`config.mk`:
```
export PLATFORM = sky130hd
export DESIGN_NAME = sme_top
export DESIGN_NICKNAME = d
export VERILOG_FILES = /design/src/sme_pkg.sv /design/src/sme_top.sv /design/src/sme_control.sv /design/src/sme_comparator.sv /design/src/sme_preprocess.sv /design/src/sme_loader.sv
export SDC_FILE = /design/constraint.sdc
export NUM_CORES = 1
export LEC_CHECK = 0
export BUFFER_PORTS_ARGS = -buffer_cell sky130_fd_sc_hd__buf_2
export CAP_MARGIN = 30
export CORE_MARGIN = 3
export CORE_UTILIZATION = 25
export DETAILED_ROUTE_END_ITERATION = 8
export GPL_TIMING_DRIVEN = 0
export PLACE_DENSITY_LB_ADDON = 0.12
export RECOVER_POWER = 50
export SYNTH_ARGS = -nofsm -noshare
export SYNTH_HDL_FRONTEND = slang
export SYNTH_HIERARCHICAL = 1
export SYNTH_SLANG_ARGS = --single-unit
```
`constraint.sdc`:
```
create_clock -name clk -period 8.3 [get_ports clk]
set_clock_uncertainty 0.15 [all_clocks]
set_input_delay 0.83 -clock clk [delete_from_list [all_inputs] [get_ports clk]]
set_output_delay 0.83 -clock clk [all_outputs]
set_load 0.03 [all_outputs]
```
`src/sme_pkg.sv`:
```
`default_nettype none

package sme_pkg;

    localparam int char_width      = 8;
    localparam int max_string_len  = 32;
    localparam int max_pattern_len = 8;
    localparam int index_width     = 5;
    // one extra bit so that a full pattern of 8 still fits
    localparam int plen_width      = 4;

    typedef logic [char_width-1:0]  char_t;
    typedef logic [index_width-1:0] str_index_t;
    // lengths run 0..32, hence the extra bit
    typedef logic [index_width:0]   str_len_t;
    typedef logic [plen_width-1:0]  pat_len_t;

    // special characters
    localparam char_t char_hat    = 8'h5e;
    localparam char_t char_dollar = 8'h24;
    localparam char_t char_dot    = 8'h2e;
    localparam char_t char_space  = 8'h20;

    typedef enum logic [2:0] {
        idle,
        rd_string,
        rd_pattern,
        preprocess,
        compare,
        done
    } sme_state_t;

endpackage

`default_nettype wire
```
`src/sme_top.sv`:
```
`timescale 1ns/1ps
`default_nettype none

module sme_top (
    input  logic                clk,
    input  logic                reset,
    input  sme_pkg::char_t      chardata,
    input  logic                isstring,
    input  logic                ispattern,
    output logic                valid,
    output logic                match,
    output sme_pkg::str_index_t match_index
);
    import sme_pkg::*;

    logic     string_clear;
    logic     pattern_clear;
    logic     pre_start;
    logic     pre_done;
    logic     cmp_start;
    logic     cmp_done;
    char_t    string_chars [max_string_len];
    char_t    pattern_chars [max_pattern_len];
    char_t    core_chars [max_pattern_len];
    str_len_t str_len;
    pat_len_t pat_len;
    pat_len_t core_len;
    logic     head_anchor;
    logic     tail_anchor;

    sme_control u_control (
        .clk           (clk),
        .reset         (reset),
        .isstring      (isstring),
        .ispattern     (ispattern),
        .pre_done      (pre_done),
        .cmp_done      (cmp_done),
        .string_clear  (string_clear),
        .pattern_clear (pattern_clear),
        .pre_start     (pre_start),
        .cmp_start     (cmp_start),
        .valid         (valid)
    );

    sme_loader u_loader (
        .clk           (clk),
        .reset         (reset),
        .chardata      (chardata),
        .isstring      (isstring),
        .ispattern     (ispattern),
        .string_clear  (string_clear),
        .pattern_clear (pattern_clear),
        .string_chars  (string_chars),
        .str_len       (str_len),
        .pattern_chars (pattern_chars),
        .pat_len       (pat_len)
    );

    sme_preprocess u_preprocess (
        .clk           (clk),
        .reset         (reset),
        .start         (pre_start),
        .pattern_chars (pattern_chars),
        .pat_len       (pat_len),
        .core_chars    (core_chars),
        .core_len      (core_len),
        .head_anchor   (head_anchor),
        .tail_anchor   (tail_anchor),
        .done          (pre_done)
    );

    sme_comparator u_comparator (
        .clk          (clk),
        .reset        (reset),
        .start        (cmp_start),
        .string_chars (string_chars),
        .str_len      (str_len),
        .core_chars   (core_chars),
        .core_len     (core_len),
        .head_anchor  (head_anchor),
        .tail_anchor  (tail_anchor),
        .done         (cmp_done),
        .match        (match),
        .match_index  (match_index)
    );

endmodule

`default_nettype wire

```
`src/sme_control.sv`:
```
`timescale 1ns/1ps
`default_nettype none

module sme_control (
    input  logic clk,
    input  logic reset,
    input  logic isstring,
    input  logic ispattern,
    input  logic pre_done,
    input  logic cmp_done,
    output logic string_clear,
    output logic pattern_clear,
    output logic pre_start,
    output logic cmp_start,
    output logic valid
);
    import sme_pkg::*;

    sme_state_t state;
    sme_state_t state_next;
    logic       accept_new;

    always_comb
    begin
        accept_new    = (state == idle) || (state == done);
        string_clear  = accept_new && isstring;
        pattern_clear = ispattern && (state != rd_pattern);
        state_next    = state;
        case (state)
            idle, done, rd_string:
            begin
                if (isstring)
                    state_next = rd_string;
                else if (ispattern)
                    state_next = rd_pattern;
                else
                    state_next = idle;
            end
            rd_pattern:
            begin
                if (!ispattern)
                    state_next = preprocess;
            end
            preprocess:
            begin
                if (pre_done)
                    state_next = compare;
            end
            compare:
            begin
                if (cmp_done)
                    state_next = done;
            end
            default:
            begin
                state_next = idle;
            end
        endcase
    end

    always_ff @(posedge clk or posedge reset)
    begin
        if (reset)
        begin
            state     <= idle;
            pre_start <= 1'b0;
            cmp_start <= 1'b0;
        end
        else
        begin
            state     <= state_next;
            // high in the first cycle of the new state
            pre_start <= (state == rd_pattern) && (state_next == preprocess);
            cmp_start <= (state == preprocess) && (state_next == compare);
        end
    end

    // done lasts exactly one cycle
    assign valid = (state == done);

endmodule

`default_nettype wire

```
`src/sme_comparator.sv`:
```
`timescale 1ns/1ps
`default_nettype none

module sme_comparator (
    input  logic               clk,
    input  logic               reset,
    input  logic               start,
    input  sme_pkg::char_t     string_chars [sme_pkg::max_string_len],
    input  sme_pkg::str_len_t  str_len,
    input  sme_pkg::char_t     core_chars [sme_pkg::max_pattern_len],
    input  sme_pkg::pat_len_t  core_len,
    input  logic               head_anchor,
    input  logic               tail_anchor,
    output logic               done,
    output logic               match,
    output sme_pkg::str_index_t match_index
);
    import sme_pkg::*;

    logic     busy;
    str_len_t pos;
    str_len_t core_len_ext;
    str_len_t end_pos;
    str_len_t last_pos;
    logic     too_long;
    logic     at_last;
    logic     chars_ok;
    logic     head_ok;
    logic     tail_ok;
    logic     hit;

    always_comb
    begin
        core_len_ext = str_len_t'(core_len);
        end_pos      = pos + core_len_ext;
        last_pos     = str_len - core_len_ext;
        too_long     = core_len_ext > str_len;
        // an empty core could ask for position 32, which has no index
        at_last      = (pos == last_pos) || (pos == str_len_t'(max_string_len - 1));
    end

    // window at pos against every core character
    always_comb
    begin
        chars_ok = 1'b1;
        for (int i = 0; i < max_pattern_len; i++)
        begin
            if (pat_len_t'(i) < core_len)
            begin
                if (core_chars[i] != char_dot
                    && core_chars[i] != string_chars[str_index_t'(pos + str_len_t'(i))])
                begin
                    chars_ok = 1'b0;
                end
            end
        end
    end

    // anchor neighbours
    always_comb
    begin
        head_ok = !head_anchor || (pos == '0)
                  || (string_chars[str_index_t'(pos - 1'b1)] == char_space);
        tail_ok = !tail_anchor || (end_pos == str_len)
                  || (string_chars[str_index_t'(end_pos)] == char_space);
        hit     = chars_ok && head_ok && tail_ok;
    end

    always_ff @(posedge clk or posedge reset)
    begin
        if (reset)
        begin
            busy        <= 1'b0;
            pos         <= '0;
            done        <= 1'b0;
            match       <= 1'b0;
            match_index <= '0;
        end
        else
        begin
            done <= 1'b0;
            if (start)
            begin
                busy <= 1'b1;
                pos  <= '0;
            end
            else if (busy)
            begin
                if (too_long)
                begin
                    busy  <= 1'b0;
                    done  <= 1'b1;
                    match <= 1'b0;
                end
                else if (hit)
                begin
                    busy        <= 1'b0;
                    done        <= 1'b1;
                    match       <= 1'b1;
                    match_index <= str_index_t'(pos);
                end
                else if (at_last)
                begin
                    busy  <= 1'b0;
                    done  <= 1'b1;
                    match <= 1'b0;
                end
                else
                begin
                    pos <= pos + 1'b1;
                end
            end
        end
    end

endmodule

`default_nettype wire

```
`src/sme_preprocess.sv`:
```
`timescale 1ns/1ps
`default_nettype none

module sme_preprocess (
    input  logic              clk,
    input  logic              reset,
    input  logic              start,
    input  sme_pkg::char_t    pattern_chars [sme_pkg::max_pattern_len],
    input  sme_pkg::pat_len_t pat_len,
    output sme_pkg::char_t    core_chars [sme_pkg::max_pattern_len],
    output sme_pkg::pat_len_t core_len,
    output logic              head_anchor,
    output logic              tail_anchor,
    output logic              done
);
    import sme_pkg::*;

    logic     has_hat;
    logic     has_dollar;
    pat_len_t last_idx;

    always_comb
    begin
        last_idx   = pat_len - 1'b1;
        has_hat    = (pat_len != '0) && (pattern_chars[0] == char_hat);
        // a lone '^' must not also count as the trailing '$'
        has_dollar = (pat_len > pat_len_t'(has_hat))
                     && (pattern_chars[last_idx[2:0]] == char_dollar);
    end

    always_ff @(posedge clk or posedge reset)
    begin
        if (reset)
        begin
            core_len    <= '0;
            head_anchor <= 1'b0;
            tail_anchor <= 1'b0;
            done        <= 1'b0;
        end
        else
        begin
            done <= start;
            if (start)
            begin
                core_len    <= pat_len - pat_len_t'(has_hat) - pat_len_t'(has_dollar);
                head_anchor <= has_hat;
                tail_anchor <= has_dollar;
            end
        end
    end

    // shift left past the '^'; a trailing '$' just falls outside core_len
    always_ff @(posedge clk)
    begin
        if (start)
        begin
            for (int i = 0; i < max_pattern_len - 1; i++)
            begin
                core_chars[i] <= has_hat ? pattern_chars[i + 1] : pattern_chars[i];
            end
            core_chars[max_pattern_len - 1] <= has_hat ? '0 : pattern_chars[max_pattern_len - 1];
        end
    end

endmodule

`default_nettype wire

```
`src/sme_loader.sv`:
```
`timescale 1ns/1ps
`default_nettype none

module sme_loader (
    input  logic            clk,
    input  logic            reset,
    input  sme_pkg::char_t  chardata,
    input  logic            isstring,
    input  logic            ispattern,
    input  logic            string_clear,
    input  logic            pattern_clear,
    output sme_pkg::char_t  string_chars [sme_pkg::max_string_len],
    output sme_pkg::str_len_t str_len,
    output sme_pkg::char_t  pattern_chars [sme_pkg::max_pattern_len],
    output sme_pkg::pat_len_t pat_len
);
    import sme_pkg::*;

    str_len_t str_base;
    pat_len_t pat_base;
    logic     str_wr;
    logic     pat_wr;

    // a clear arrives together with the first character of the new string or pattern
    always_comb
    begin
        str_base = string_clear ? '0 : str_len;
        pat_base = pattern_clear ? '0 : pat_len;
        str_wr   = isstring && (str_base < str_len_t'(max_string_len));
        pat_wr   = ispattern && (pat_base < pat_len_t'(max_pattern_len));
    end

    always_ff @(posedge clk or posedge reset)
    begin
        if (reset)
        begin
            str_len <= '0;
            pat_len <= '0;
        end
        else
        begin
            str_len <= str_wr ? str_base + 1'b1 : str_base;
            pat_len <= pat_wr ? pat_base + 1'b1 : pat_base;
        end
    end

    always_ff @(posedge clk)
    begin
        if (str_wr)
        begin
            string_chars[str_index_t'(str_base)] <= chardata;
        end
        // characters past the buffer end are dropped
        if (pat_wr)
        begin
            pattern_chars[pat_base[2:0]] <= chardata;
        end
    end

endmodule

`default_nettype wire

```
# Word-level counts from Yosys, hierarchy flattened
# Index checks and enable logic that the tools add are counted.
# totals
regBits,420
wordCells,280
# classes
n_addsub,15
magnitude_cmp,27
eq_ne,34
muxes,90
bitwise,15
reduce_logical,37
# ops
operator,n
8-bit binary-select mux with 5-bit select,10
256-bit bitwise mux,1
8-bit 2-to-1 mux,31
6-bit >= comparator (second input constant),11
5-bit inverter with 6-bit output,11
64-bit bitwise mux,1
8-bit by 6-bit != test with 1-bit output (second input constant),8
8-bit != test,8
6-bit 2-to-1 mux,7
8-bit demux with 5-bit select,1
1-bit 2-to-1 mux,29
8-bit binary-select mux with 3-bit select,1
8-bit demux with 3-bit select,1
8-bit by 6-bit == test with 1-bit output (second input constant),3
5-bit by 3-bit adder with 5-bit output (second input constant),4
1-bit logical AND,20
3-bit by 4-bit < comparator with 1-bit output (first input constant),4
6-bit by 1-bit adder with 6-bit output (second input constant),2
6-bit == test,2
3-bit 2-to-1 mux,4
3-bit case mux with 4 select lines,1
5-bit by 2-bit adder with 5-bit output (second input constant),2
3-bit by 2-bit == test with 1-bit output (second input constant),3
3-bit == test (second input constant),3
34 further kinds,50

# Depth between registers and ports, before layout
# logic_depth
word_depth,28
depth_mapped,21

# By module
# The synthesis kept the hierarchy.
# by_module_without_submodules
module,n_inst,cells_per_inst,area_per_inst_um2
sme_comparator,1,1724,17797.1
sme_loader,1,447,10467.5
sme_preprocess,1,214,3383.2
sme_control,1,24,246.5

# Worst setup path before layout
# OpenSTA, ideal clock, no wires.
# synth_timing
path_type,register to register
start,register u_comparator.pos[0]
end,register u_comparator.match_index[0]
arrival_time_ns,5.034
slack_ns,2.991
path_stages_with_launch,19
path_buffers,7
synth_period_minus_slack_ns,5.309
path_cell_list,dfrtp_1 -> buf_2 -> buf_2 -> inv_2 -> clkbuf_1 -> clkbuf_1 -> ha_1 -> buf_2 -> buf_2 -> clkbuf_1 -> mux4_2 -> mux4_2 -> mux2i_1 -> xor2_1 -> nand3_1 -> o311a_1 -> nor4_4 -> nand3_2 -> mux2_2
# synth_via
elab_chain_len,25
# synth_rtl
item,line_no,rtl
start: declaration,sme_comparator.sv:21,str_len_t pos;
start signal: assignment,sme_comparator.sv:110,pos <= pos + 1'b1;
branches (longest 25 deep; another with 6-bit by 1-bit adder with 6-bit output),--,
end signal: assignment,sme_comparator.sv:100,match_index <= str_index_t'(pos);
end: declaration,sme_comparator.sv:16,output sme_pkg::str_index_t match_index
# Several ways; the timed one is not identified. The select of a mux whose other input is x is not followed.
# A chain may end at the register's enable or synchronous reset.

# Worst setup path in the final report
# layout_timing
start,register u_comparator.pos[1]
end,register u_comparator.match_index[0]
# layout_via
elab_chain_len,25
# layout_rtl
item,line_no,rtl
branches (longest 23 deep; another with 6-bit by 1-bit adder with 6-bit output),--,
1-bit logical AND *,sme_comparator.sv:66,hit = chars_ok && head_ok && tail_ok;
4-bit AND reduction (no source line) *,--,
# Mark *: on every way between the ends. The select of a mux whose other input is x is not followed.

==> impl_metrics.yaml <==
die:
  rows: 130
  io_pins: 19
  coreArea_um2: 126000
  die_y_um: 363
  initial_core_util_pct: 25.3
  dieArea_um2: 132000
  die_w_um: 363
synth:
  synth_ff_type: "edfxtp_1"
  ys_ff_latch: 420
  yosys.area.top_type_share_pct: 36.2
  synth_warnings: 6
  synth.area.top_cells: "edfxtp_1 36%, mux4_2 27%, mux2i_1 5.9%"
  synth_cell_types: 91
  synth_top_cell_by_area: "edfxtp_1"
  syn_nets: 2452
  yosysSeqAreaShare_pct: 39.0
  syn_area_per_cell_um2: 13.2
  syn_inst: 2409
  synth_edf_count: 384
  syn_area_um2: 31900
  ys_async_sr_fraction_pct: 8.57
routing:
  first_iter_violations: 4718
  wl_per_cell_um: 53.5
  drtPass1Iterations: 8
  num_vias: 28700
  finalWirelength_um: 227000
  post-route-drc-count: 0
  via_per_inst: 6.77
  detail-route-antenna-nets: 0
sta:
  fmax_mhz: 120
  fin_setup_tns_ns: -0.262
  setup_viol_count_final: 7
  period_share_pct: 101
  post-route-min-period_ns: 8.35
  worst_pin_slew_ns: 4.06
  slew_violations: 331
  maxSlewHeadroom_pct: -171
  hold_viol: 0
  setup_ws_ns: -0.0537
  rsz0062_at_grt: "no"
cells_and_area:
  design_area_um2: 36600
  utilization_pct: 29.0
  drive_above_1_share_pct: 26.8
  layout_commonest_cell: "mux4_2"
  syn2layout_area_growth_pct: 14.6
  final_cell_mix: "388 x mux4_2, 384 x edfxtp_1, 212 x nand2_1"
  fill_cells: 12700
  nets: 2584
clock_network:
  numCtsBuffers: 49
  cts_tree: "yes"
  cts_num_sinks: 420
  h-tree-depth: 2
  cts-root-buf: "clkbuf_16"
  cts.clk_slew.worst_paths_ns: 0.06
  clk_latency_ns: 0.65
  clockBufferDepth: 3
grt:
  busiest_layer: "met2"
  antenna_found_initial: 29
  met1_usage_pct: 41.6
  grt_pass1_wl_um: 290000
  grt_max_degree: 66
  met3_usage_pct: 12.2
  grt-ovfl-total: 0
  grt_usage_pct: 33.7
  grtUsageMet2_pct: 50.2
  grt_pass1_vias: 27100
status:
  status: "complete, but fails checks"
  violations: "max-capacitance violations, max-slew violations, negative setup slack"
worst_setup_path:
  critPathKind: "reg2reg"
  cp.required_ns: 8.68
  critPathArrivalTime_ns: 8.74
  worst_setup_path_end_kind: "flop"
  critPathMaxFanout: 13
  worst_setup_path_start_kind: "flop"
placement:
  place_congestion: 1.09
  io_buffers: 18
  preCtsSetupSlack_ns: -0.492
  hpwl_um: 175000
  placed_cell_area_um2: 35000
min_path:
  hold_class: "reg2reg"
power:
  peakVddDrop_mv: 0.222
  power.density_nw_per_um2: 420
  p_leak_uw: 0.0114
  finalPower_uw: 15400
flow_run:
  maxCapViolations: 15
==> report_power, final <==
part	leakage [uW]	internal (uW)	switching, uW	total [uW]
Combinational	0.00664	3550	6710	10300
Sequential	0.00395	2520	370	2890
Clock	0.000774	1280	926	2210
Total	0.0114	7360	8010	15400
==> Yosys cell counts, types with 14 or more instances <==
cell	count
ha_1	28
a31oi_1	14
xor2_1	48
xnor2_1	71
a211oi_1	16
nor2b_1	32
nand4_1	37
nor4b_1	43
edfxtp_1	384
o21ai_0	26
mux2_1	47
nand2b_1	14
mux4_2	388
nor3_1	47
mux2_2	19
nand2_1	212
clkbuf_1	51
buf_1	28
nand3_1	95
o22ai_1	33
a21oi_1	57
nor2_1	101
nor4_1	40
mux2i_1	187
inv_1	33
buf_2	79
dfrtp_1	36
a22oi_1	52
==> layout make-up <==
| type | count | area (um2) | area share, % |
|---|---|---|---|
| tap | 1650 | 2060 | 5.65 |
| multi-input combinational | 1781 | 18600 | 51.0 |
| antenna | 19 | 47.5 | 0.130 |
| clock inverter | 31 | 325 | 0.890 |
| timing repair buffer | 83 | 817 | 2.23 |
| clock buffer | 55 | 1270 | 3.47 |
| inverter | 37 | 139 | 0.380 |
| sequential | 420 | 12400 | 34.0 |
| buffer | 169 | 828 | 2.27 |
==> path summary, 6_finish.rpt <==
check	from	endpoint	slack (ns)	cells after the start
setup / recovery	u_comparator/pos[1]	u_comparator/match_index[0]	-0.05	19
hold / removal	u_control/pre_start	u_preprocess/done	0.29	0
setup reg to reg	u_comparator/pos[1]	u_comparator/match_index[0]	-0.05	19
hold reg to reg	u_control/pre_start	u_preprocess/done	0.29	0
max in group asynchronous	reset	u_comparator/pos[5]	6.93	3
min in group asynchronous	reset	u_control/cmp_start	0.51	3
==> cell families (layout without fill, tap and decap cells) <==
family / count (synthesis) / after routing / synth area share [%]
multiplexers: 642 / 642 / 35.6
adder cells (fa/ha/maj): 31 / 31 / 1.29
flip-flops: 420 / 420 / 39.0
AO/OA/AOI/OAI: 303 / 303 / 6.64
AND/OR/NAND/NOR: 686 / 686 / 11.2
buffers and inverters: 208 / 375 / 2.97
XOR/XNOR: 119 / 119 / 3.27
other: 0 / 19 / 0
==> stage by stage <==
step | std cells | hold WS (ns)
after floorplan | 2409 | 0.331
after detailed placement | 4137 | 0.314
after global placement | 4077 | 0.338
after CTS | 4224 | 0.320
final | 4245 | 0.289
after global routing | 4230 | 0.303
==> worst max-delay path, stage by stage (launching register included) <==
cell and delay (ns):
dfrtp_1 0.60, buf_2 0.36, buf_4 0.30, inv_1 0.22
buf_2 0.33, buf_4 0.31, ha_1 0.33, buf_2 0.41
buf_2 0.51, clkbuf_2 0.45, mux4_2 0.54, o41ai_1 0.40
o21ai_0 0.47, a2111oi_0 0.57, nor3_1 0.12, a41oi_1 0.44
o2111ai_1 0.36, nor4_4 0.64, nand3_2 0.29, mux2_2 0.34
==> per-layer routing <==
metal  wire (um)  part of all wire, %
met5         126                0.055
met2       96900                   43
met1       84800                   37
met3       27300                   12
met4       18200                  8.0
==> timing repair <==
item / in CTS / in global routing
pin swaps: 1 / 0
hold buffers: 1 / 0
resized for setup: 10 / 8
hold endpoints to repair: 12 / 0
endpoints found under the setup margin: 14 / 7
buffers inserted: 1 / 0
==> state kept, by name, indices dropped and copies added (netlist names) <==
register and count:
u_loader/pat_len 4, u_preprocess/core_chars 64, u_comparator/busy 1, u_preprocess/done 1, u_loader/pattern_chars 64, u_comparator/done 1
u_preprocess/head_anchor 1, u_control/state 3, u_preprocess/tail_anchor 1, u_comparator/match 1, u_comparator/match_index 5, u_loader/string_chars 256
u_control/cmp_start 1, u_loader/str_len 6, u_comparator/pos 6, u_control/pre_start 1, u_preprocess/core_len 4
Power figures use the tool's default switching activity.
